<file path="config.mk">
export PLATFORM = sky130hd
export DESIGN_NAME = boot_rom
export DESIGN_NICKNAME = d
export VERILOG_FILES = /design/src/hw/soc_pkg.sv /design/src/hw/boot_rom.sv
export SDC_FILE = /design/constraint.sdc
export NUM_CORES = 1
export LEC_CHECK = 0
export BUFFER_PORTS_ARGS = -buffer_cell sky130_fd_sc_hd__buf_2
export CELL_PAD_IN_SITES_DETAIL_PLACEMENT = 2
export CELL_PAD_IN_SITES_GLOBAL_PLACEMENT = 2
export CORE_MARGIN = 2
export CORE_UTILIZATION = 25
export CTS_CLUSTER_SIZE = 20
export DETAILED_ROUTE_END_ITERATION = 10
export PLACE_DENSITY_LB_ADDON = 0.3
export SLEW_MARGIN = 25
export SYNTH_ARGS = -nofsm -noshare
export SYNTH_HDL_FRONTEND = slang
export SYNTH_SLANG_ARGS = --single-unit
</file>
<file path="constraint.sdc">
create_clock -name clk_i -period 1.05 [get_ports clk_i]
set_input_delay 0.105 -clock clk_i [delete_from_list [all_inputs] [get_ports clk_i]]
set_output_delay 0.105 -clock clk_i [all_outputs]
set_load 0.02 [all_outputs]
</file>
<file path="src/hw/soc_pkg.sv">
// Shared bus types and address map; 32-bit addresses, 64-bit data, little-endian byte lanes
package soc_pkg;

  // ----------------------------------------------------------------------
  // Bus widths
  // ----------------------------------------------------------------------
  localparam int unsigned AddrWidth     = 32;
  localparam int unsigned DataWidth     = 64;
  localparam int unsigned BeWidth       = DataWidth / 8;
  localparam int unsigned ByteOffBits   = $clog2(BeWidth);
  localparam int unsigned ClintOffWidth = 16;

  // ----------------------------------------------------------------------
  // Address map
  // ----------------------------------------------------------------------
  localparam logic [AddrWidth-1:0] RomBase     = 32'h0000_1000;
  localparam logic [AddrWidth-1:0] RomLength   = 32'h0000_1000;
  localparam logic [AddrWidth-1:0] ClintBase   = 32'h0200_0000;
  localparam logic [AddrWidth-1:0] ClintLength = 32'h0000_C000;
  localparam logic [AddrWidth-1:0] RamBase     = 32'h8000_0000;

  localparam logic [ClintOffWidth-1:0] MsipOffset     = 16'h0000;
  localparam logic [ClintOffWidth-1:0] MtimecmpOffset = 16'h4000;
  localparam logic [ClintOffWidth-1:0] MtimeOffset    = 16'hBFF8;

  // Boot image, word 0 at RomBase
  localparam int unsigned RomWords    = 8;
  localparam int unsigned RomIdxWidth = $clog2(RomWords);

  localparam logic [0:RomWords-1][DataWidth-1:0] BootImage = '{
    64'h0000_0297_f140_2573,
    64'h0182_b283_0202_8593,
    64'h1050_0073_0002_8067,
    64'h8000_0537_0000_0013,
    64'h0005_0067_ffdf_f06f,
    64'hdead_beef_cafe_f00d,
    64'h0123_4567_89ab_cdef,
    64'hfedc_ba98_7654_3210
  };

  // ----------------------------------------------------------------------
  // Bus types
  // ----------------------------------------------------------------------
  typedef struct packed {
    logic [AddrWidth-1:0] addr;
    logic                 we;
    logic [BeWidth-1:0]   be;
    logic [DataWidth-1:0] wdata;
  } bus_req_t;

  typedef struct packed {
    logic [DataWidth-1:0] rdata;
    logic                 err;
  } bus_rsp_t;

  typedef enum logic [1:0] {TgtRom, TgtRam, TgtClint, TgtErr} target_e;

  typedef enum logic {MstCore, MstDebug} master_e;

  // Merge enabled bytes of new_data into old_data
  function automatic logic [DataWidth-1:0] be_merge(input logic [DataWidth-1:0] old_data,
                                                    input logic [DataWidth-1:0] new_data,
                                                    input logic [BeWidth-1:0]   be);
    logic [DataWidth-1:0] res;
    res = old_data;
    for (int i = 0; i < BeWidth; i++) begin
      if (be[i]) res[i*8 +: 8] = new_data[i*8 +: 8];
    end
    return res;
  endfunction

endpackage

</file>
<file path="src/hw/boot_rom.sv">
// Boot image from the shared package; one-cycle read, writes are silently dropped by having no port
`timescale 1ns/1ps

module boot_rom (
  input  logic                            clk_i,
  input  logic                            sel_i,
  input  logic [soc_pkg::RomIdxWidth-1:0] index_i,
  output logic [soc_pkg::DataWidth-1:0]   rdata_o
);

  logic [soc_pkg::DataWidth-1:0] rdata_q;

  // Output holds the last word read
  always_ff @(posedge clk_i) begin
    if (sel_i) begin
      rdata_q <= soc_pkg::BootImage[index_i];
    end
  end

  assign rdata_o = rdata_q;

endmodule

</file>
# == Word level (Yosys, flattened, before mapping) ==
# Memories as Yosys holds them, arrays and structs flattened. A register that Yosys moved wholly into a read port is not among the register bits.
# Index checks and enable logic that the tools add are counted.
# Widths: inputs -> output; s select.
# totals
reg_bits,0
latchBits,0
mem_bits_rw,0
rom_bits,512
in_bits,5
out_inout_bits,64
memories,1
# mem_list
name,depth,width,rd,rd_ports_with_merged_regs,wr,line,text
(no name shown),8,64,1,1,0,boot_rom.sv:16,rdata_q <= soc_pkg::BootImage[index_i];
# classes
n_addsub,0
n_mul,0
n_div,0
n_lt_le_gt_ge,0
eq_ne,0
shift,0
mux,0
n_bitwise,1
n_reduce_logical,0
# op_table
op,count
$not 3->4,1

# == Depth between registers and ports, before layout ==
# depth
word_depth,1
mapped_depth,4
mapped_depth_nobuf,4

# == Worst setup path before layout ==
# No wires, ideal clock.
# synth_timing
path_type,input-to-reg
start,input port index_i[0] (netlist bit)
end,"register rdata_q, in the netlist rdata_o[42] (data pin)"
arrival_ns,0.753
required_ns,0.794
setup_slack_ns,0.041
cell_stages,4
path_buffers,0
path_cell_list,inv_2 -> ha_1 -> and2_1 -> nand2b_1
# synth_between
elab_chain_len,1
# synth_lines
element,line,text
from (decl),boot_rom.sv:7,"input logic [soc_pkg::RomIdxWidth-1:0] index_i,"
$not 3->4 (not written as such),boot_rom.sv:16,
to (decl),boot_rom.sv:11,logic [soc_pkg::DataWidth-1:0] rdata_q;
# Every way passes these cells.

==> flow_metrics.tcl <==
set metrics [dict create \
    setup-tns-final_ns 0 \
    drt_pass1_iterations 3 \
    peakVddDrop_v 0.0005601 \
    fin_nets 172 \
    core_region_area_sq_um 5816 \
    cts_buffers 5 \
    antenna_found_initial 0 \
    cts_resized 0 \
    worst_slew_pin_slew_ns 0.2760 \
    gp_congestion 0.6772 \
    grt_first_pass_wirelength_um 4747 \
    fillers 663 \
    postCtsSetupBuffers 0 \
    wl_per_cell_um 13.14 \
    overflow 0 \
    fin_crit_sh 0.9784 \
    placed_area_sq_um 1723 \
    internal-power_uw 2157 \
    port_buffers 68 \
    required_ns 0.94 \
    clock_path_buffers 2 \
    critPathCaptureType "output port" \
    hpwl_um 2421 \
    syn_inst 112 \
    place_ws_ns -0.09316 \
    finalCriticalPeriod_ns 1.027 \
    ys_seq_area_frac 0.6294 \
    n_antenna_cell 0 \
    synth_common_cells "33 x buf_4, 31 x edfxtp_1, 8 x nand2_1" \
    hold_violations 0 \
    crit_path_start_kind "register" \
    critPathSlowestCell "edfxtp_1" \
    yosysUniqueCellTypes 19 \
    seq_power_share 0.499 \
    grt_usage 0.09889 \
    powerDensity_nw_per_um2 1706 \
    multi_input_area_sq_um 259.0 \
    syn_area_sq_um 1479 \
    grt_max_degree 32 \
    die_h_um 80.92 \
    rows 28 \
    synth.avg_cell_area_sq_um 13.20 \
    final_area_sq_um 1809 \
    cts_sinks 31 \
    ctsHoldBuffers 0 \
    regArea_sq_um 930.9 \
    ys_top_cells_by_area "edfxtp_1 63%, buf_4 17%, ha_1 5.1%" \
    clock_power_share 0.284 \
    vias 922 \
    finalWirelength_um 3114 \
    drc 0 \
    rsz0062_at_grt "true" \
    power.leakage_uw 0.0008384 \
    drt_iter0_markers 16 \
    slew_viol_final 0 \
    ys_ff_latch 31 \
    post-synth-top-count-cell "buf_4" \
    area_growth_pct 22.34 \
    synthFlopType "edfxtp_1" \
    crit_chain "buf_2" \
    power.switching_uw 928.4 \
    p_total_uw 3086 \
    max_freq_mhz 973.4 \
    setup_violations 0 \
    ys_warn_count 0 \
    async_reset_ff_frac 0 \
    antenna_left 0 \
    critPathTopFamily "flip-flops" \
    start_util 0.2543 \
    clockRootBuffer "clkbuf_8" \
    min_path_type "in -> reg" \
    synth_nets 123 \
    crit_type "reg -> out" \
    max-cap-violations 0 \
    max_stage_delay_ns 0.45 \
    largest_register_ff_count 31 \
    cp_data_arrival_time_ns 0.92 \
    die_area_sq_um 6547 \
    worstPathMaxFanout 6 \
    power_frac_comb 0.217 \
    drive_gt1_frac 0.5247 \
    grt_pass1_vias 956 \
    pin_count 69 \
    relSlewSlack 0.8160 \
    die_width_um 80.92 \
    synth_top_area_cell "edfxtp_1" \
    finalWorstSetupSlack_ns 0.02263 \
    synth_edf_count 31 \
    cts_tree "built" \
    clkTransAtPathRegs_ns 0.06 \
    htreeDepth 2 \
    critPathBufInv 1 \
    switching_share 0.3009 \
    drt-vias-per-instance 3.890 \
    synth.top_cell.area_share 0.6294 \
    status "finished clean" \
]
[path summary, 6_finish.rpt]
check         from  cells past startpoint           to  slack, ns
max    rdata_o[48]                      1  rdata_o[23]       0.02
min     index_i[0]                      3   rdata_o[6]       0.23
[metal layers]
metal  track usage  share of wire  vias up
met5             0              0        -
met3       0.03667          0.085        6
met4       0.04068          0.016        0
met1        0.1044           0.38      430
li1              -              -      438
met2        0.1769           0.52       48
[cell usage in the layout (no fill, tap or decap), types with 4 or more instances in the layout]
cell type / synthesis / layout
a21oi_1: 4 / 4
buf_2: 0 / 67
buf_4: 33 / 8
clkbuf_8: 0 / 5
edfxtp_1: 31 / 31
ha_1: 6 / 6
inv_1: 4 / 4
nand2_1: 8 / 8
nand2b_1: 5 / 5
nor2_1: 6 / 6
[cell type report]
class	instances	area share
clock buffers	6	0.04011
clock inverters	2	0.004149
inverters	5	0.01037
multi-input cells	41	0.1432
flip-flops and latches	31	0.5145
well taps	75	0.05187
repair buffers	77	0.2358
[metrics by stage]
stage / utilization / hold slack [ns] / cells
after floorplan: - / 0.2175 / 112
after global placement: 0.2963 / 0.5094 / 229
after detailed placement: 0.2963 / 0.5225 / 229
after CTS: 0.3100 / 0.2233 / 237
after global routing: 0.3111 / 0.2444 / 237
final: 0.3111 / 0.2310 / 237
[power by group through the flow]
stage / Clock [uW] / Sequential, uW / Combinational [uW]
3_3_place_gp: 0 / 1560 / 669
5_1_grt: 948 / 1560 / 724
2_1_floorplan: 0 / 1710 / 378
4_1_cts: 908 / 1540 / 681
3_5_place_dp: 0 / 1570 / 678
6_report: 877 / 1540 / 670
[cells by family (layout without fill, tap and decap cells)]
logic type,after synthesis,in the layout,synth area share
flip-flops,31,31,0.6294
AND/OR/NAND/NOR,23,23,0.07530
adder cells (fa/ha/maj),6,6,0.05076
multiplexers,1,1,0.006768
AO/OA/AOI/OAI,11,11,0.04230
buffers and inverters,40,90,0.1954
Power figures use the tool's default switching activity.
