==> src/hw/soc_pkg.sv <==
// Shared bus types and address map; 32-bit addresses, 64-bit data, little-endian byte lanes
package soc_pkg;

  // ----------------------------------------------------------------------
  // Bus widths
  // ----------------------------------------------------------------------
  localparam int unsigned AddrWidth     = 32;
  localparam int unsigned DataWidth     = 64;
  localparam int unsigned BeWidth       = DataWidth / 8;
  localparam int unsigned ByteOffBits   = $clog2(BeWidth);
  localparam int unsigned ClintOffWidth = 16;

  // ----------------------------------------------------------------------
  // Address map
  // ----------------------------------------------------------------------
  localparam logic [AddrWidth-1:0] RomBase     = 32'h0000_1000;
  localparam logic [AddrWidth-1:0] RomLength   = 32'h0000_1000;
  localparam logic [AddrWidth-1:0] ClintBase   = 32'h0200_0000;
  localparam logic [AddrWidth-1:0] ClintLength = 32'h0000_C000;
  localparam logic [AddrWidth-1:0] RamBase     = 32'h8000_0000;

  localparam logic [ClintOffWidth-1:0] MsipOffset     = 16'h0000;
  localparam logic [ClintOffWidth-1:0] MtimecmpOffset = 16'h4000;
  localparam logic [ClintOffWidth-1:0] MtimeOffset    = 16'hBFF8;

  // Boot image, word 0 at RomBase
  localparam int unsigned RomWords    = 8;
  localparam int unsigned RomIdxWidth = $clog2(RomWords);

  localparam logic [0:RomWords-1][DataWidth-1:0] BootImage = '{
    64'h0000_0297_f140_2573,
    64'h0182_b283_0202_8593,
    64'h1050_0073_0002_8067,
    64'h8000_0537_0000_0013,
    64'h0005_0067_ffdf_f06f,
    64'hdead_beef_cafe_f00d,
    64'h0123_4567_89ab_cdef,
    64'hfedc_ba98_7654_3210
  };

  // ----------------------------------------------------------------------
  // Bus types
  // ----------------------------------------------------------------------
  typedef struct packed {
    logic [AddrWidth-1:0] addr;
    logic                 we;
    logic [BeWidth-1:0]   be;
    logic [DataWidth-1:0] wdata;
  } bus_req_t;

  typedef struct packed {
    logic [DataWidth-1:0] rdata;
    logic                 err;
  } bus_rsp_t;

  typedef enum logic [1:0] {TgtRom, TgtRam, TgtClint, TgtErr} target_e;

  typedef enum logic {MstCore, MstDebug} master_e;

  // Merge enabled bytes of new_data into old_data
  function automatic logic [DataWidth-1:0] be_merge(input logic [DataWidth-1:0] old_data,
                                                    input logic [DataWidth-1:0] new_data,
                                                    input logic [BeWidth-1:0]   be);
    logic [DataWidth-1:0] res;
    res = old_data;
    for (int i = 0; i < BeWidth; i++) begin
      if (be[i]) res[i*8 +: 8] = new_data[i*8 +: 8];
    end
    return res;
  endfunction

endpackage

==> src/hw/clint_timer.sv <==
// Single-hart CLINT; rtc_i must stay at least two clocks per level to be counted
`timescale 1ns/1ps

module clint_timer (
  input  logic                              clk_i,
  input  logic                              rst_ni,
  input  logic                              rtc_i,
  input  logic                              sel_i,
  input  logic                              we_i,
  input  logic [soc_pkg::ClintOffWidth-1:0] offset_i,
  input  logic [soc_pkg::BeWidth-1:0]       be_i,
  input  logic [soc_pkg::DataWidth-1:0]     wdata_i,
  output logic [soc_pkg::DataWidth-1:0]     rdata_o,
  output logic                              timer_irq_o,
  output logic                              ipi_o
);

  localparam int unsigned WordMsb = soc_pkg::ClintOffWidth - 1;
  localparam int unsigned WordLsb = soc_pkg::ByteOffBits;

  logic                          rtc_sync_q;
  logic                          rtc_prev_q;
  logic                          rtc_tick;
  logic                          msip_q;
  logic [soc_pkg::DataWidth-1:0] mtimecmp_q;
  logic [soc_pkg::DataWidth-1:0] mtime_q;
  logic [soc_pkg::DataWidth-1:0] rdata_q;
  logic                          hit_msip;
  logic                          hit_mtimecmp;
  logic                          hit_mtime;

  // Registers decode on 8-byte words, byte enables pick the lanes
  assign hit_msip     = offset_i[WordMsb:WordLsb] == soc_pkg::MsipOffset[WordMsb:WordLsb];
  assign hit_mtimecmp = offset_i[WordMsb:WordLsb] == soc_pkg::MtimecmpOffset[WordMsb:WordLsb];
  assign hit_mtime    = offset_i[WordMsb:WordLsb] == soc_pkg::MtimeOffset[WordMsb:WordLsb];

  assign rtc_tick = rtc_sync_q & ~rtc_prev_q;

  // ----------------------------------------------------------------------
  // Registers
  // ----------------------------------------------------------------------
  always_ff @(posedge clk_i or negedge rst_ni) begin
    if (!rst_ni) begin
      rtc_sync_q  <= 1'b0;
      rtc_prev_q  <= 1'b0;
      msip_q      <= 1'b0;
      mtimecmp_q  <= '1;
      mtime_q     <= '0;
      timer_irq_o <= 1'b0;
      ipi_o       <= 1'b0;
    end else begin
      rtc_sync_q  <= rtc_i;
      rtc_prev_q  <= rtc_sync_q;
      timer_irq_o <= (mtime_q >= mtimecmp_q);
      ipi_o       <= msip_q;

      if (sel_i && we_i && hit_msip && be_i[0]) begin
        msip_q <= wdata_i[0];
      end
      if (sel_i && we_i && hit_mtimecmp) begin
        mtimecmp_q <= soc_pkg::be_merge(mtimecmp_q, wdata_i, be_i);
      end
      // A software write wins over a tick in the same cycle
      if (sel_i && we_i && hit_mtime) begin
        mtime_q <= soc_pkg::be_merge(mtime_q, wdata_i, be_i);
      end else if (rtc_tick) begin
        mtime_q <= mtime_q + 1'b1;
      end
    end
  end

  // ----------------------------------------------------------------------
  // Read port
  // ----------------------------------------------------------------------
  always_ff @(posedge clk_i) begin
    if (sel_i && !we_i) begin
      if (hit_msip) begin
        rdata_q <= {{(soc_pkg::DataWidth-1){1'b0}}, msip_q};
      end else if (hit_mtimecmp) begin
        rdata_q <= mtimecmp_q;
      end else if (hit_mtime) begin
        rdata_q <= mtime_q;
      end else begin
        rdata_q <= '0;
      end
    end
  end

  assign rdata_o = rdata_q;

endmodule

==> config.mk <==
export PLATFORM = sky130hd
export DESIGN_NAME = clint_timer
export DESIGN_NICKNAME = d
export VERILOG_FILES = /design/src/hw/soc_pkg.sv /design/src/hw/clint_timer.sv
export SDC_FILE = /design/constraint.sdc
export NUM_CORES = 1
export LEC_CHECK = 0
export BUFFER_PORTS_ARGS = -buffer_cell sky130_fd_sc_hd__buf_2
export CAP_MARGIN = 30
export CORE_ASPECT_RATIO = 2
export CORE_MARGIN = 2
export CORE_UTILIZATION = 35
export CTS_BUF_LIST = sky130_fd_sc_hd__clkbuf_4
export DETAILED_ROUTE_END_ITERATION = 16
export GPL_TIMING_DRIVEN = 1
export RECOVER_POWER = 25
export SETUP_SLACK_MARGIN = 0.05
export SLEW_MARGIN = 20
export SYNTH_ARGS = -nofsm -noshare
export SYNTH_HDL_FRONTEND = slang
export SYNTH_SLANG_ARGS = --single-unit
==> constraint.sdc <==
create_clock -name clk_i -period 5.6 [get_ports clk_i]
set_input_delay 0.28 -clock clk_i [delete_from_list [all_inputs] [get_ports clk_i]]
set_output_delay 0.28 -clock clk_i [all_outputs]
set_load 0.1 [all_outputs]
**Yosys cells after proc, flatten, opt, wreduce, memory -nomap -nowiden**

Cells that the tools add are included.

- Add/sub/neg operators: 1
- $lt $le $gt $ge: 1
- Equal/unequal tests: 10
- Mux-type cells: 13
- Bitwise gates (word level): 2
- Reduce and logical (&&, ||, !) cells: 25

Operators by type and width:

| cell | count |
|---|---|
| 64-bit two-way mux | 4 |
| 64-bit by 1-bit adder with 64-bit output, second input constant | 1 |
| 64-bit greater-or-equal comparator | 1 |
| 8-bit two-way mux | 8 |
| 2-bit AND reduction | 16 |
| 2-bit != test, second input constant | 8 |
| 13-bit by 12-bit == test with 1-bit output, second input constant | 1 |
| 13-bit == test, second input constant | 1 |
| 13-bit logical NOT | 1 |
| 1-bit logical AND | 6 |
| 2-bit nonzero test | 1 |
| 1-bit bitwise AND | 1 |
| 1-bit logical NOT | 1 |
| 1-bit two-way mux | 1 |
| 1-bit inverter | 1 |

- Register bits after elaboration: 197
- Input bits: 93
- Output and inout bits: 66
- Logic and storage cells: 75

**Logic depth before layout (Yosys ltp)**

- Depth in word-level cells: 4
- Depth in mapped cells: 8
- Depth with buffers taken out: 8

**Worst setup path before layout**

Ideal clock, no wire load.

- Path type: input-to-reg
- Start: input we_i
- End: register rdata_q, in the netlist rdata_o[0] (enable)
- Setup time: 0.495 ns
- Data arrival time: 3.142 ns
- Required time: 5.105 ns
- Setup slack: 1.963 ns
- Cell stages on the path: 1
- Buffers on the path: 0
- Cell sequence: nor2b_1

- Word-level cells in the longest chain between the ends: 2

Ends and longest elaborated chain:

| what | line | source |
|---|---|---|
| start: declaration | clint_timer.sv:9 | `input logic we_i,` |
| 1-bit logical NOT | clint_timer.sv:76 | `if (sel_i && !we_i) begin` |
| 1-bit logical AND | clint_timer.sv:76 |  |
| end signal: assignment | clint_timer.sv:78 | `rdata_q <= {{(soc_pkg::DataWidth-1){1'b0}}, msip_q};` |
| end signal: assignment | clint_timer.sv:80 | `rdata_q <= mtimecmp_q;` |
| end signal: assignment | clint_timer.sv:82 | `rdata_q <= mtime_q;` |
| end: declaration | clint_timer.sv:27 | `logic [soc_pkg::DataWidth-1:0] rdata_q;` |

Every way passes these cells.
A chain may end at the register's enable or synchronous reset.

==> results by group <==
Power
  • Max rail drop VDD: ~180 uV
  • Static leakage: 5.333 nW
  • Overall power: 2.742 mW
  • PwrDens: 206.2 nW/um^2

Worst setup path
  • CP Class: input port to asynchronous set/reset pin
  • Max stage delay on crit path: 1.96 ns
  • CP most frequent cell: clkbuf_1
  • Arrival @ worst endpoint: between 3 and 4 ns
  • CP startpoint kind: input port
  • CP Cell Sequence: dlygate4sd3_1, clkbuf_1, clkbuf_1
  • CP top delay family: buffers and inverters
  • CP required: between 5 and 6 ns
  • CP Max Fanout: 46
  • Slowest cell on the critical path: clkbuf_1
  • Crit end category: asynchronous set/reset pin
  • Buf+Inv Stages, Crit Path: 3

Detailed routing
  • Initial drt markers: 729
  • WL/cell: 18.85 um
  • Routed vias/inst: 5.438
  • DRT Pass-1 Iters: 5
  • Remaining antenna violation count after routing: 0
  • Via count: just over 9000
  • DRC: 0
  • Overall routed net length: 32.18 mm

Outcome
  • Status: complete, but fails checks
  • Failing checks: capacitance limit, slew limit

Clocking
  • Htree depth: 4
  • Total CTS buffers: 17
  • Post-cts gate resize count: 0
  • Reg clk slew, reported paths: 0.16 ns
  • Clk sink count: a little under 200
  • Clk root buf: clkbuf_4
  • Clk buf depth: 2
  • CTS tree: yes
  • Clk_lat worst skew: 0.66 ns

Placement
  • DP HPWL: about 23 mm
  • GP Congestion: 0.9032
  • Dpl cell area: 12310 um^2
  • Dpl cells: 1600
  • PortBufs: 155

Finish
  • P&R area growth vs syn: 20.14%
  • Fill cell count: 3128
  • Final #Nets: between 1000 and 1500
  • Layout cell share with drive strength beyond 1: around 28%
  • Final Cell Area: between 10000 and 15000 um^2
  • Final cell count without fillers: 1707

Yosys
  • Seq cells post-synth: 197
  • Post-Syn Area: approximately 11000 um^2
  • Synth top area share: between 15 and 20%
  • Post-Synthesis Cells: 1050
  • Synth warn: 0
  • Synth unique cells: 75
  • Asr flop ratio synth: 67.51%
  • Synthesized net count: ~1200
  • Sequential cell area fraction in the yosys report: 48.15%
  • Mapped Avg Cell Area: approximately 11 um^2
  • Most area-hungry cell type in the Yosys netlist: edfxtp_1
  • Top_reg_cell synth: dfrtp_1
  • EDFF count, synth: 64
  • Area contributors post-synth: edfxtp_1 17%, dfrtp_1 16%, dfstp_2 15%

STA
  • Clk_skew: 0.03063 ns
  • Crit share post-route: 66.06%
  • Setup tns final: 0 ns
  • Count of final setup violators: 0
  • Max Clk Rate: 0.2703 GHz
  • Max-slew violation count: 140
  • Worst-Margin Slew: 3.538 ns
  • Final critical-path required period: 3.699 ns
  • Final hold vios: 0
  • RSZ-0062 raised after global routing: false
  • Relative slew slack: -135.9%

Die
  • Core region area: 31310 um^2
  • Chip height: 255.5 um
  • Rows: 92
  • Die width: around 130 um
  • # IOs: 159
  • Initial core utilization: around 35%
  • Die area: 33160 um^2

Global routing
  • GRT Total Usage: 19.72%
  • Initial antenna violation count: 1
  • Largest net degree at the start of global routing: 65
  • First-pass GRT wire length: about 51 mm
  • Number of global-route vias before repair: 9470
  • GRT Residual Overflow: 0

Min path
  • Tightest Hold Check Type: input port to register

Job
  • MaxCap Viol Count: 3
[layout by cell type (no fill, tap or decap), drive strengths merged, types with 7 or more instances in the layout]
master / count
buf: 159
nand2: 95
inv: 87
dlygate4sd3: 72
dfrtp: 69
mux2: 66
ha: 65
dfstp: 64
edfxtp: 64
nor2: 58
a21oi: 57
a22o: 50
o21ai: 49
nand3: 45
nand4: 33
nor3: 24
clkbuf: 23
and3: 22
nor4: 19
a211oi: 13
o221a: 12
and4: 11
a21o: 10
o211ai: 10
and2: 8
or3: 7
clkinv: 7
[what timing repair did]
action	in CTS	in global routing
hold endpoints to repair	155	0
hold buffers	72	0
setup buffers	0	0
[state kept, by name, summed over array words and instances (netlist names)]
signal and cells:
mtime_q 64, rtc_prev_q 1, timer_irq_o 1, ipi_o 1, msip_q 1, rtc_sync_q 1, mtimecmp_q 64, rdata_o 64
[power by group]
part           leakage [nW]  internal [mW]  switching, mW
combinational          3.09          0.135          0.244
sequential             2.09           1.53         0.0585
clock                 0.150          0.233          0.541
total                  5.33           1.90          0.844
[cells in the mapped netlist, drive strengths merged (4+ instances only)]
cell / count
a22o: 50
a211oi: 13
o211ai: 10
dfrtp: 69
inv: 81
and2: 8
nor4: 19
a21oi: 57
dfstp: 64
a31oi: 5
a21o: 10
o221a: 12
nand3: 45
and4: 11
ha: 65
a311oi: 5
nand2: 95
edfxtp: 64
or3: 7
o32ai: 6
o21ai: 49
nor3: 24
nor2: 58
nor2b: 6
nand4: 33
and3: 22
mux2: 66
o21a: 4
clkbuf: 27
buf: 10
o22ai: 6
[worst paths after layout]
path,cells after the start,slack [ns],end,startpoint
min in group asynchronous,2,0.52,mtime_q[14],rst_ni
max in group clk_i,3,2.73,rdata_o[44],sel_i
worst min register to register,0,0.44,ipi_o,msip_q
worst min-delay path,4,0.09,mtime_q[10],be_i[1]
worst max-delay path,3,1.90,mtime_q[35],rst_ni
worst max register to register,6,2.75,mtime_q[51],mtime_q[20]
[layer usage]
| metal | vias to the layer above | share of wire [%] | global-route usage [%] |
|---|---|---|---|
| met3 | 59 | 4.3 | 2.843 |
| met1 | 4500 | 43 | 25.14 |
| met5 | - | 0 | 0 |
| met4 | 0 | 3.0 | 7.915 |
| met2 | 307 | 50 | 33.17 |
| li1 | 4416 | - | - |
[per-stage QoR]
step,utilization [%],setup WS (ns),hold slack (ns)
2_1_floorplan,-,1.963,-0.01559
3_3_place_gp,39.33,2.489,0.2172
3_5_place_dp,39.33,2.513,0.2231
4_1_cts,42.51,2.659,0.01008
5_1_grt,42.48,1.305,0.05978
6_report,42.48,1.901,0.09227
[tightest hold or removal path, cell delays in order]
cell,delay [ns]
buf_2,0.10
nor2_1,0.10
o21ai_0,0.18
nand2_1,0.05
[cell type report]
| cell class | instances | area, um^2 | area share [%] |
|---|---|---|---|
| Clock buffer | 17 | 127.6 | 0.9595 |
| Sequential cell | 197 | 5330 | 40.08 |
| Antenna cell | 2 | 5.005 | 0.03763 |
| Inverter | 81 | 304.0 | 2.286 |
| Multi-Input combinational cell | 735 | 5300 | 39.85 |
| Timing Repair Buffer | 237 | 1558 | 11.71 |
| Clock inverter | 15 | 146.4 | 1.101 |
| Tap cell | 423 | 529.3 | 3.979 |
[logic make-up (layout without fill, tap and decap cells)]
logic type | after synthesis | in the layout | synth area share (%)
other | 0 | 2 | 0
and+or+nand+nor | 343 | 343 | 17.04
buffers and inverters | 118 | 350 | 4.091
adders and majority gates | 65 | 65 | 7.346
AOI/OAI and AO/OA | 258 | 258 | 16.42
DFF | 197 | 197 | 48.15
xor gates and xnor gates | 3 | 3 | 0.2374
muxes | 66 | 66 | 6.713
(Power assumes the default switching activity.)
