### src/hw/soc_pkg.sv
// Shared bus types and address map; 32-bit addresses, 64-bit data, little-endian byte lanes
package soc_pkg;

  // ----------------------------------------------------------------------
  // Bus widths
  // ----------------------------------------------------------------------
  localparam int unsigned AddrWidth     = 32;
  localparam int unsigned DataWidth     = 64;
  localparam int unsigned BeWidth       = DataWidth / 8;
  localparam int unsigned ByteOffBits   = $clog2(BeWidth);
  localparam int unsigned ClintOffWidth = 16;

  // ----------------------------------------------------------------------
  // Address map
  // ----------------------------------------------------------------------
  localparam logic [AddrWidth-1:0] RomBase     = 32'h0000_1000;
  localparam logic [AddrWidth-1:0] RomLength   = 32'h0000_1000;
  localparam logic [AddrWidth-1:0] ClintBase   = 32'h0200_0000;
  localparam logic [AddrWidth-1:0] ClintLength = 32'h0000_C000;
  localparam logic [AddrWidth-1:0] RamBase     = 32'h8000_0000;

  localparam logic [ClintOffWidth-1:0] MsipOffset     = 16'h0000;
  localparam logic [ClintOffWidth-1:0] MtimecmpOffset = 16'h4000;
  localparam logic [ClintOffWidth-1:0] MtimeOffset    = 16'hBFF8;

  // Boot image, word 0 at RomBase
  localparam int unsigned RomWords    = 8;
  localparam int unsigned RomIdxWidth = $clog2(RomWords);

  localparam logic [0:RomWords-1][DataWidth-1:0] BootImage = '{
    64'h0000_0297_f140_2573,
    64'h0182_b283_0202_8593,
    64'h1050_0073_0002_8067,
    64'h8000_0537_0000_0013,
    64'h0005_0067_ffdf_f06f,
    64'hdead_beef_cafe_f00d,
    64'h0123_4567_89ab_cdef,
    64'hfedc_ba98_7654_3210
  };

  // ----------------------------------------------------------------------
  // Bus types
  // ----------------------------------------------------------------------
  typedef struct packed {
    logic [AddrWidth-1:0] addr;
    logic                 we;
    logic [BeWidth-1:0]   be;
    logic [DataWidth-1:0] wdata;
  } bus_req_t;

  typedef struct packed {
    logic [DataWidth-1:0] rdata;
    logic                 err;
  } bus_rsp_t;

  typedef enum logic [1:0] {TgtRom, TgtRam, TgtClint, TgtErr} target_e;

  typedef enum logic {MstCore, MstDebug} master_e;

  // Merge enabled bytes of new_data into old_data
  function automatic logic [DataWidth-1:0] be_merge(input logic [DataWidth-1:0] old_data,
                                                    input logic [DataWidth-1:0] new_data,
                                                    input logic [BeWidth-1:0]   be);
    logic [DataWidth-1:0] res;
    res = old_data;
    for (int i = 0; i < BeWidth; i++) begin
      if (be[i]) res[i*8 +: 8] = new_data[i*8 +: 8];
    end
    return res;
  endfunction

endpackage

### src/hw/bus_arbiter.sv
// Round-robin between core and debug ports; responses must come exactly one cycle after grant
`timescale 1ns/1ps

module bus_arbiter (
  input  logic              clk_i,
  input  logic              rst_ni,
  input  logic              core_req_i,
  input  soc_pkg::bus_req_t core_cmd_i,
  output logic              core_gnt_o,
  output logic              core_rvalid_o,
  output soc_pkg::bus_rsp_t core_rsp_o,
  input  logic              dbg_req_i,
  input  soc_pkg::bus_req_t dbg_cmd_i,
  output logic              dbg_gnt_o,
  output logic              dbg_rvalid_o,
  output soc_pkg::bus_rsp_t dbg_rsp_o,
  output logic              bus_valid_o,
  output soc_pkg::bus_req_t bus_cmd_o,
  input  soc_pkg::bus_rsp_t rsp_i
);

  // Last winner, which is also the owner of the response in flight
  soc_pkg::master_e last_q;
  logic             pending_q;

  // ----------------------------------------------------------------------
  // Grant
  // ----------------------------------------------------------------------
  always_comb begin
    core_gnt_o = core_req_i && (!dbg_req_i || last_q == soc_pkg::MstDebug);
    dbg_gnt_o  = dbg_req_i && (!core_req_i || last_q == soc_pkg::MstCore);
  end

  assign bus_valid_o = core_gnt_o | dbg_gnt_o;
  assign bus_cmd_o   = dbg_gnt_o ? dbg_cmd_i : core_cmd_i;

  // Reset to debug so the core wins the first tie
  always_ff @(posedge clk_i or negedge rst_ni) begin
    if (!rst_ni) begin
      last_q    <= soc_pkg::MstDebug;
      pending_q <= 1'b0;
    end else begin
      pending_q <= bus_valid_o;
      if (bus_valid_o) begin
        last_q <= dbg_gnt_o ? soc_pkg::MstDebug : soc_pkg::MstCore;
      end
    end
  end

  // ----------------------------------------------------------------------
  // Response steering
  // ----------------------------------------------------------------------
  always_comb begin
    core_rvalid_o = pending_q && (last_q == soc_pkg::MstCore);
    dbg_rvalid_o  = pending_q && (last_q == soc_pkg::MstDebug);
    core_rsp_o    = '0;
    dbg_rsp_o     = '0;
    if (core_rvalid_o) core_rsp_o = rsp_i;
    if (dbg_rvalid_o) dbg_rsp_o = rsp_i;
  end

endmodule

### config.mk
export PLATFORM = sky130hd
export DESIGN_NAME = bus_arbiter
export DESIGN_NICKNAME = d
export VERILOG_FILES = /design/src/hw/soc_pkg.sv /design/src/hw/bus_arbiter.sv
export SDC_FILE = /design/constraint.sdc
export NUM_CORES = 1
export LEC_CHECK = 0
export BUFFER_PORTS_ARGS = -buffer_cell sky130_fd_sc_hd__buf_2
export CORE_AREA = 2 2 203 205
export CTS_BUF_LIST = sky130_fd_sc_hd__clkbuf_4 sky130_fd_sc_hd__clkbuf_8
export CTS_CLUSTER_DIAMETER = 50
export DETAILED_ROUTE_END_ITERATION = 10
export DIE_AREA = 0 0 205 207
export GPL_ROUTABILITY_DRIVEN = 0
export GPL_TIMING_DRIVEN = 0
export MAX_ROUTING_LAYER = met4
export SYNTH_ARGS = -nofsm -noshare
export SYNTH_HDL_FRONTEND = slang
export SYNTH_SLANG_ARGS = --single-unit
### constraint.sdc
create_clock -name clk_i -period 2.4 [get_ports clk_i]
set_clock_uncertainty 0.15 [all_clocks]
set_input_delay 0 -clock clk_i [delete_from_list [all_inputs] [get_ports clk_i]]
set_output_delay 0 -clock clk_i [all_outputs]
set_load 0.005 [all_outputs]
; ---- Word-level counts from Yosys, hierarchy flattened
; Index checks and enable logic that the tools add are counted.
[word_totals]
ff_bits = 2
inputBits = 279
[op_classes]
mux = 4
bitwise = 2
n_reduce_logical = 8
[op_table]
columns = op, n
row1 = 65-bit 2-to-1 mux, 2
row2 = 105-bit 2-to-1 mux, 1
row3 = 1-bit logical AND, 4
row4 = 1-bit logical NOT, 2
row5 = 1-bit logical OR, 2
row6 = 1-bit 2-to-1 mux, 1
row7 = 1-bit NOT, 1
row8 = 1-bit bitwise OR, 1

; ---- Depth between registers and ports, before layout
; Gate-level depths: netlist of run 1.
[logic_depth]
word_depth = 4
ltp_mapped = 4
mapped_depth_nobuf = 2

; ---- Worst setup path before layout of run 1
; No wires, ideal clock.
[synth_path]
kind = register to output
start = register last_q
end = output port bus_cmd_o[100] in the netlist's numbering
arrival_time_ns = 1.273
setup_slack_ns = 0.977
stages_incl_launch_ff = 5
path_cell_list = dfstp_2 > a21boi_2 > buf_4 > buf_6 > mux2_1
[synth_rtl]
columns = item, line_no
row1 = start: declaration, bus_arbiter.sv:23  ; soc_pkg::master_e last_q;
row2 = start signal: assignment, bus_arbiter.sv:40  ; last_q <= soc_pkg::MstDebug;
row3 = start signal: assignment, bus_arbiter.sv:45  ; last_q <= dbg_gnt_o ? soc_pkg::MstDebug : soc_pkg::MstCore;
row4 = end: declaration, bus_arbiter.sv:18  ; output soc_pkg::bus_req_t bus_cmd_o,

==> reports/summary.txt, run 1 <==
maximum clock rate: 464 MHz
syn_nets: 556
CTS Buf Count: 3
wire per inst: 12.7 um
dpl ws: 32.9 ps
Worst path top cell family by delay: buffers and inverters
post-synth top area share: 0.313
count leader, synth: and2_1
CTS root buf: clkbuf_8
WP data required: 2250 ps
top_reg_cell synth: dfstp_2
Final HPWL DP: 15.4 mm
Syn Std Cell Area: 2370 um^2
Die Wd: 205 um
clock insertion delay at the later pin of the skew report: 210 ps
IO Port Bufs: 518
first-pass GRT wire length: 23.3 mm
Total GRT Usage: 0.0733
CP Capture Type: output port
PwrDens: 263 nW/um^2
sequential-to-total area share from yosys stat: 0.0216
Hold Slack: 121 ps
DR vias: 4,267
core footprint: 40,400 um^2
Final Net Count: 1,086
clock-pin transition on the worst setup and hold timing paths: 30 ps
min Tclk post-route: 2160 ps
asr flop ratio synth: 1.00
vias in the first global route: 3,944
Die Y: 207 um
# IOs: 519
setup repair after global routing missed its margin: false
FF+latch count, synth: 2
reg2reg start: last_q
Register-to-Register Setup Slack: 360 ps
Synth top cells by count: and2_1 (67), mux2_2 (66), and3_1 (65)
DR vias/cell: 3.18
outcome: complete, no violations
# rows: 74
MaxCap Viol Count: 0
worst path cell trace: clkbuf_1 -> clkbuf_1 -> and3_1 -> buf_2
Final WS setup: 243 ps
CP Launch Type: flop
Syn-to-layout area delta: 144%
WP data arrival: 2010 ps
TritonCTS clock tree: built
Mapped Avg Cell Area: 8.56 um^2
Setup Total Neg Slack: 0 ps
final setup fails: 0
Post-synth EDFFs: 0
Post-Syn Instances: 277
Pre-antenna DRT Iters: 4
total power: 1520 uW
clk buf depth: 2
H-tree Lvls: 1
leading area contributor after synthesis: mux2_2
peak supply drop: 0.0000951 V
Max-slew headroom: 0.453
gr ovfl total: 0
Worst Tran Pin Value: 820 ps
initial antenna violation count: 1
LEAKAGE: 0.00343 uW
R2R Path End: last_q
crit path max fanout: 10
DR iter-0 viols: 232
Crit-path slowest cell: dfstp_2
Synthesis Warnings: 0
WP buf/inv: 3
max-slew violations: 0
largest net degree at the start of global routing: 11
synth top area cells: mux2_2 (31%), mux2_4 (19%), and2_1 (18%)
die area: 42,400 um^2
drt drc: 0
final WL: 17.1 mm
Hold WC Path Type: in2async
layout cells sized above 1: 0.789
highest cell delay on the worst timing path: 600 ps
Worst Setup SP: last_q
clk sinks: 2
Final Hold Viols: 0
Most common cell on crit path: clkbuf_1
antenna viol nets, final: 0
initial core utilization: 0.0588
Worst R2R Path Depth: 4
crit share post-route: 0.899
synth unique cells: 18
WS Path Type: reg2out
metrics by stage:
stage / instance area (um^2) / utilization / std cells
2_1_floorplan: 2370 / - / 277
3_3_place_gp: 5630 / 0.139 / 1327
3_5_place_dp: 5630 / 0.139 / 1327
4_1_cts: 5740 / 0.142 / 1336
5_1_grt: 5770 / 0.143 / 1339
6_report: 5780 / 0.143 / 1343
repair_timing:
| item | 4_1_cts | 5_1_grt |
|---|---|---|
| hold endpoints to repair | 4 | 0 |
| gates resized for setup | 2 | 2 |
| setup endpoints to repair | 54 | 14 |
| pin swaps | 0 | 1 |
| setup buffers | 0 | 2 |
| hold buffers | 5 | 0 |
final cells by class:
type | instances | area (um^2)
Fill cell | 4637 | 34600
Timing Repair Buffer | 525 | 2670
Multi-Input combinational cell | 242 | 2160
Tap cell | 532 | 666
Buffer | 32 | 164
Sequential cell | 2 | 51.3
Clock buffer | 4 | 48.8
Antenna cell | 5 | 12.5
Inverter | 1 | 3.75
cell usage in the layout, fill, tap and decap left out:
cell type,instances
and2_1,67
a21boi_4,1
buf_2,524
dfrtp_1,1
inv_1,1
dlygate4sd3_1,5
clkbuf_2,2
clkbuf_4,1
nor2b_1,1
dfstp_2,1
mux2_2,66
buf_12,1
buf_6,4
diode_2,5
or2_2,1
buf_4,2
buf_1,1
mux2_1,9
mux2_4,30
o21ai_0,1
and3_1,65
nand2b_1,1
clkbuf_8,3
clkbuf_1,18
cell families after synthesis:
group | after synthesis | share of synthesized area
mux | 105 | 0.546
buf+inv | 33 | 0.0696
simple gates | 135 | 0.356
flops | 2 | 0.0216
compound gates | 2 | 0.00685
layer usage:
layer	vias to the layer above	GRT usage	part of all wire
met1	1926	0.0938	0.40
met4	0	0.00571	0.0027
li1	2043	-	-
met2	292	0.127	0.49
met5	-	-	0
met3	6	0.0101	0.11
sequential cells by signal (all words and copies together) (netlist names):
register and count:
last_q 1, pending_q 1
power breakdown:
group / switching, uW / internal (uW)
sequential: 7.43 / 39.5
clock: 30.4 / 124
combinational: 583 / 734
total: 621 / 898
worst max-delay path by stage:
stage	depth (start not counted)	slack, ps	endpoint
floorplan	4	980	bus_cmd_o[100]
global placement	5	30	bus_cmd_o[86]
detailed placement	5	30	bus_cmd_o[100]
CTS	7	8	bus_cmd_o[100]
global route	5	30	core_rsp_o[48]
finish	4	240	dbg_rsp_o[47]
Note: power is estimated with default switching activity, not from simulation.
==> run 2: changes to the inputs <==
--- a/config.mk
+++ b/config.mk
@@ -5,12 +5,13 @@
 export SDC_FILE = /design/constraint.sdc
 export NUM_CORES = 1
 export LEC_CHECK = 0
+export ABC_AREA = 1
 export BUFFER_PORTS_ARGS = -buffer_cell sky130_fd_sc_hd__buf_2
-export CORE_AREA = 2 2 203 205
+export CORE_AREA = 2 2 201 203
 export CTS_BUF_LIST = sky130_fd_sc_hd__clkbuf_4 sky130_fd_sc_hd__clkbuf_8
 export CTS_CLUSTER_DIAMETER = 50
 export DETAILED_ROUTE_END_ITERATION = 10
-export DIE_AREA = 0 0 205 207
+export DIE_AREA = 0 0 203 205
 export GPL_ROUTABILITY_DRIVEN = 0
 export GPL_TIMING_DRIVEN = 0
 export MAX_ROUTING_LAYER = met4
==> reports/summary.txt, run 2 <==
leading area contributor after synthesis: nand2_1
H-tree Lvls: 1
IO Port Bufs: 517
Final Net Count: 1,377
count leader, synth: nand2_1
wire per inst: 13.3 um
Final Hold Viols: 1
crit share post-route: 0.854
TritonCTS clock tree: built
DR iter-0 viols: 331
Pint: 768 uW
WP data required: 2250 ps
clk sinks: 2
Post-synth EDFFs: 0
Worst Setup SP: last_q
postcts setup bufs: 0
P_sw: 809 uW
Core Util, Final: 0.146
# rows: 73
Hold WC Path Type: in2async
Worst R2R Path Depth: 5
PwrDens: 275 nW/um^2
Synthesis Warnings: 0
crit path max fanout: 10
Syn-to-layout area delta: 138%
Worst Tran Pin Value: 728 ps
maximum clock rate: 488 MHz
most common cell after layout, fill and taps aside: buf_2
LEAKAGE: 0.00399 uW
gr ovfl total: 0
syn_nets: 853
R2R Path End: pending_q
die area: 41,600 um^2
Largest regs: last_q x1, pending_q x1
Pre-antenna DRT Iters: 4
first-pass GRT wire length: 29.2 mm
commonest cells after routing, fill and taps aside: buf_2 (545), nand2_1 (215), nor2_1 (130)
largest net degree at the start of global routing: 11
CP Capture Type: output port
Mapped Avg Cell Area: 4.20 um^2
Clock power frac: 0.100
synth unique cells: 14
CTS Buf Count: 3
sw frac: 0.513
WP data arrival: 1900 ps
Total GRT Usage: 0.0960
CP Launch Type: flop
peak supply drop: 0.000101 V
# IOs: 519
top_reg_cell synth: dfstp_2
Post-Syn Instances: 574
Final HPWL DP: 19.5 mm
Die Y: 205 um
crit path to: bus_cmd_o[15]
Register-to-Register Setup Slack: 660 ps
final setup fails: 0
clock-pin transition on the worst setup and hold timing paths: 30 ps
post-synth top area share: 0.335
sequential-to-total area share from yosys stat: 0.0213
DR vias/cell: 3.42
core footprint: 39,400 um^2
initial antenna violation count: 10
vias in the first global route: 5,161
WS Path Type: reg2out
CTS root buf: clkbuf_8
Setup Total Neg Slack: 0 ps
asr flop ratio synth: 1.00
Post-Layout Cell Count: 1,630
Synth top cells by count: nand2_1 (215), nor2_1 (130), nand3_1 (105)
Syn Std Cell Area: 2410 um^2
synth top area cells: nand2_1 (33%), nand3_1 (22%), nor2_1 (20%)
clock insertion delay at the later pin of the skew report: 210 ps
MaxCap Viol Count: 0
Die Wd: 203 um
Hold Slack: -4.58 ps
Comb power frac: 0.872
reg2reg start: last_q
setup repair after global routing missed its margin: false
initial core utilization: 0.0612
clk buf depth: 2
DR vias: 5,568
outcome: finished with violations
failing checks: negative hold slack
Reg power frac: 0.028
FF+latch count, synth: 2
final WL: 21.7 mm
cell total after placement: 1,616
antenna viol nets, final: 0
CTS resizes: 0
Max-slew headroom: 0.514
max-slew violations: 0
Post-CTS Hold Buffers: 2
layout cells sized above 1: 0.509
min Tclk post-route: 2050 ps
drt drc: 0
-- run 2: cell types whose count changed after synthesis, sizes merged, moves of 9 or more --
cell,previous run,this run
nor2,0,130
and2,67,0
nand3,0,105
inv,1,70
buf,12,37
nand2,0,217
mux2,105,0
clkbuf,20,11
and3,65,0
-- run 2: worst min path at each step --
stage / start / end / slack [ps] / depth (start not counted)
after CTS: rst_ni / pending_q / 30 / 2
after global placement: rst_ni / pending_q / -360 / 1
after floorplan: rst_ni / pending_q / -450 / 0
final: rst_ni / pending_q / -5 / 2
after global routing: rst_ni / pending_q / 30 / 2
after detailed placement: rst_ni / pending_q / -360 / 1
-- run 2: critical path, cell delays in order (launching register included) --
cell      delay, ps
dfstp_2         370
nand2_2         210
clkbuf_1        500
nand3_1         320
nand2_1         140
buf_2           120
-- run 2: cell type report --
class | count | area, um^2
fillers | 4716 | 33600
flip-flops and latches | 2 | 51.3
multi-input cells | 454 | 1840
well taps | 525 | 657
plain buffers | 48 | 253
diodes | 8 | 20.0
clock buffers | 4 | 48.8
inverters | 70 | 263
repair buffers | 519 | 2610
-- run 2: cell families (layout without fill, tap and decap cells) --
family | count (synthesis) | after routing | share of synthesized area
other | 0 | 8 | 0
AND/OR/NAND/NOR | 452 | 452 | 0.761
flip-flops | 2 | 2 | 0.0213
AO/OA/AOI/OAI | 2 | 2 | 0.00415
buffers and inverters | 118 | 641 | 0.214
-- run 2: metal layers --
metal | routed length [um] | up-vias | track usage
met3 | 1730 | 54 | 0.0119
li1 | - | 2774 | -
met5 | 0 | - | -
met1 | 7710 | 2364 | 0.0963
met2 | 10800 | 376 | 0.172
met4 | 1450 | 0 | 0.0701
-- run 2: power groups by stage --
stage	clock network (uW)	logic, uW	registers [uW]
after global placement	0	1390	43.7
final	158	1380	43.5
after detailed placement	0	1380	44.0
after CTS	159	1390	43.7
after global routing	165	1530	44.5
after floorplan	0	580	43.0
-- run 2: stage by stage --
stage / setup slack, ps / cell area, um^2 / power, uW / hold WS, ps
3_5_place_dp: 358 / 5650 / 1430 / -361
5_1_grt: 75.9 / 5740 / 1740 / 28.4
4_1_cts: 125 / 5720 / 1600 / 25.0
2_1_floorplan: 1070 / 2410 / 623 / -446
6_report: 351 / 5740 / 1580 / -4.58
3_3_place_gp: 372 / 5650 / 1430 / -359
==> run 3: changes to the inputs <==
--- a/config.mk
+++ b/config.mk
@@ -7,11 +7,11 @@
 export LEC_CHECK = 0
 export ABC_AREA = 1
 export BUFFER_PORTS_ARGS = -buffer_cell sky130_fd_sc_hd__buf_2
-export CORE_AREA = 2 2 201 203
-export CTS_BUF_LIST = sky130_fd_sc_hd__clkbuf_4 sky130_fd_sc_hd__clkbuf_8
+export CORE_AREA = 4 4 198 200
+export CTS_BUF_LIST = sky130_fd_sc_hd__clkbuf_16
 export CTS_CLUSTER_DIAMETER = 50
 export DETAILED_ROUTE_END_ITERATION = 10
-export DIE_AREA = 0 0 203 205
+export DIE_AREA = 0 0 202 204
 export GPL_ROUTABILITY_DRIVEN = 0
 export GPL_TIMING_DRIVEN = 0
 export MAX_ROUTING_LAYER = met4
==> reports/summary.txt, run 3 (synthesis gave the netlist of run 2 again) <==
outcome: complete, no violations
# rows: 71
post-route cell area: 5750 um^2
final WL: 23.2 mm
most common cell after layout, fill and taps aside: buf_2
peak supply drop: 0.000172 V
DR vias: 5,548
# IOs: 519
Pre-antenna DRT Iters: 5
max-slew violations: 0
die area: 41,200 um^2
Max-slew headroom: 0.507
PwrDens: 295 nW/um^2
Die Wd: 202 um
R2R Path End: pending_q
fillcell total: 4,513
Endpoint, Worst Hold: bus_cmd_o[91]
Post-Layout Cell Count: 1,610
commonest cells after routing, fill and taps aside: buf_2 (545), nand2_1 (215), nor2_1 (130)
final setup fails: 0
Hold Path Depth: 4
initial core utilization: 0.0644
Syn-to-layout area delta: 139%
crit path max fanout: 10
postcts setup bufs: 0
WP data required: 2250 ps
Register-to-Register Setup Slack: 680 ps
IO Port Bufs: 517
CTS root buf: clkbuf_16
met3 wire length: 1.99 mm
H-tree Lvls: 1
Worst R2R Path Depth: 5
layout cells sized above 1: 0.507
first-pass GRT wire length: 31.6 mm
CTS resizes: 0
crit share post-route: 0.899
CP Capture Type: output port
gr ovfl total: 0
DR vias/cell: 3.45
total area of sequential cells: 51.3 um^2
largest net degree at the start of global routing: 11
WL met1: 8.65 mm
area occupied by multi-input gates: 1840 um^2
Setup Total Neg Slack: 0 ps
Largest regs: last_q x1, pending_q x1
drt drc: 0
DR iter-0 viols: 301
core footprint: 37,400 um^2
setup repair after global routing missed its margin: false
maximum clock rate: 463 MHz
LEAKAGE: 0.00401 uW
Die Y: 204 um
hold_sp: core_cmd_i[91]
wire per inst: 14.4 um
TritonCTS clock tree: built
Worst Tran Pin Value: 739 ps
WS Path Type: in2out
CP Launch Type: input pin
initial antenna violation count: 4
reg2reg start: last_q
Hold WC Path Type: in2out
antenna viol nets, final: 0
WL met2: 11.7 mm
Post-CTS Hold Buffers: 3
Final Net Count: 1,378
MaxCap Viol Count: 0
Core Util, Final: 0.154
cell total after placement: 1,602
Final Hold Viols: 0
min Tclk post-route: 2160 ps
Final HPWL DP: 20.7 mm
Max Used Layer: met4
placed inst area: 5640 um^2
CTS Buf Count: 3
Total GRT Usage: 0.103
clock insertion delay at the later pin of the skew report: 220 ps
clk buf depth: 2
vias in the first global route: 5,452
WP data arrival: 2010 ps
clk sinks: 2
run 3: cell count changes in the layout (fill, tap and decap cells not counted), sizes merged:
cell | before | now
dlygate4sd3 | 2 | 3
inv | 70 | 71
diode | 8 | 1
clkbuf | 15 | 14
run 3: critical path, cell delays in order:
cell	delay, ps
dlygate4sd3_1	570
buf_2	170
nand2_2	250
clkbuf_1	480
nand3_1	280
nand2_1	130
buf_2	120
run 3: cell type report:
cell class | instances | area share
inverters | 70 | 0.0457
diodes | 1 | 0.000435
multi-input cells | 454 | 0.321
well taps | 511 | 0.111
flip-flops and latches | 2 | 0.00892
repair buffers | 520 | 0.455
plain buffers | 48 | 0.0440
clock inverters | 1 | 0.000653
clock buffers | 3 | 0.0131
run 3: worst max path at each step:
stage / from / to / cells past startpoint
2_1_floorplan: last_q / pending_q / 5
3_3_place_gp: last_q / bus_cmd_o[8] / 6
3_5_place_dp: last_q / bus_cmd_o[8] / 6
4_1_cts: core_req_i / bus_cmd_o[4] / 7
5_1_grt: core_req_i / bus_cmd_o[4] / 7
6_report: core_req_i / bus_cmd_o[4] / 7
run 3: stage by stage:
| stage | worst slack [ps] | hold WS (ps) | total power (uW) |
|---|---|---|---|
| final | 242 | 106 | 1690 |
| after floorplan | 1070 | -446 | 623 |
| after detailed placement | 485 | -361 | 1450 |
| after global placement | 464 | -363 | 1450 |
| after global routing | 114 | 125 | 1860 |
| after CTS | 162 | 107 | 1720 |
run 3: power breakdown:
group	internal (uW)	switching, uW	leakage, uW
registers	40.3	3.20	0.0000216
logic	604	793	0.00394
clock network	214	38.3	0.0000423
total	859	835	0.00401
run 3: metal layers:
layer	track usage	up-vias
li1	-	2768
met1	0.111	2355
met2	0.189	385
met3	0.0211	40
met4	0.0337	0
met5	-	-
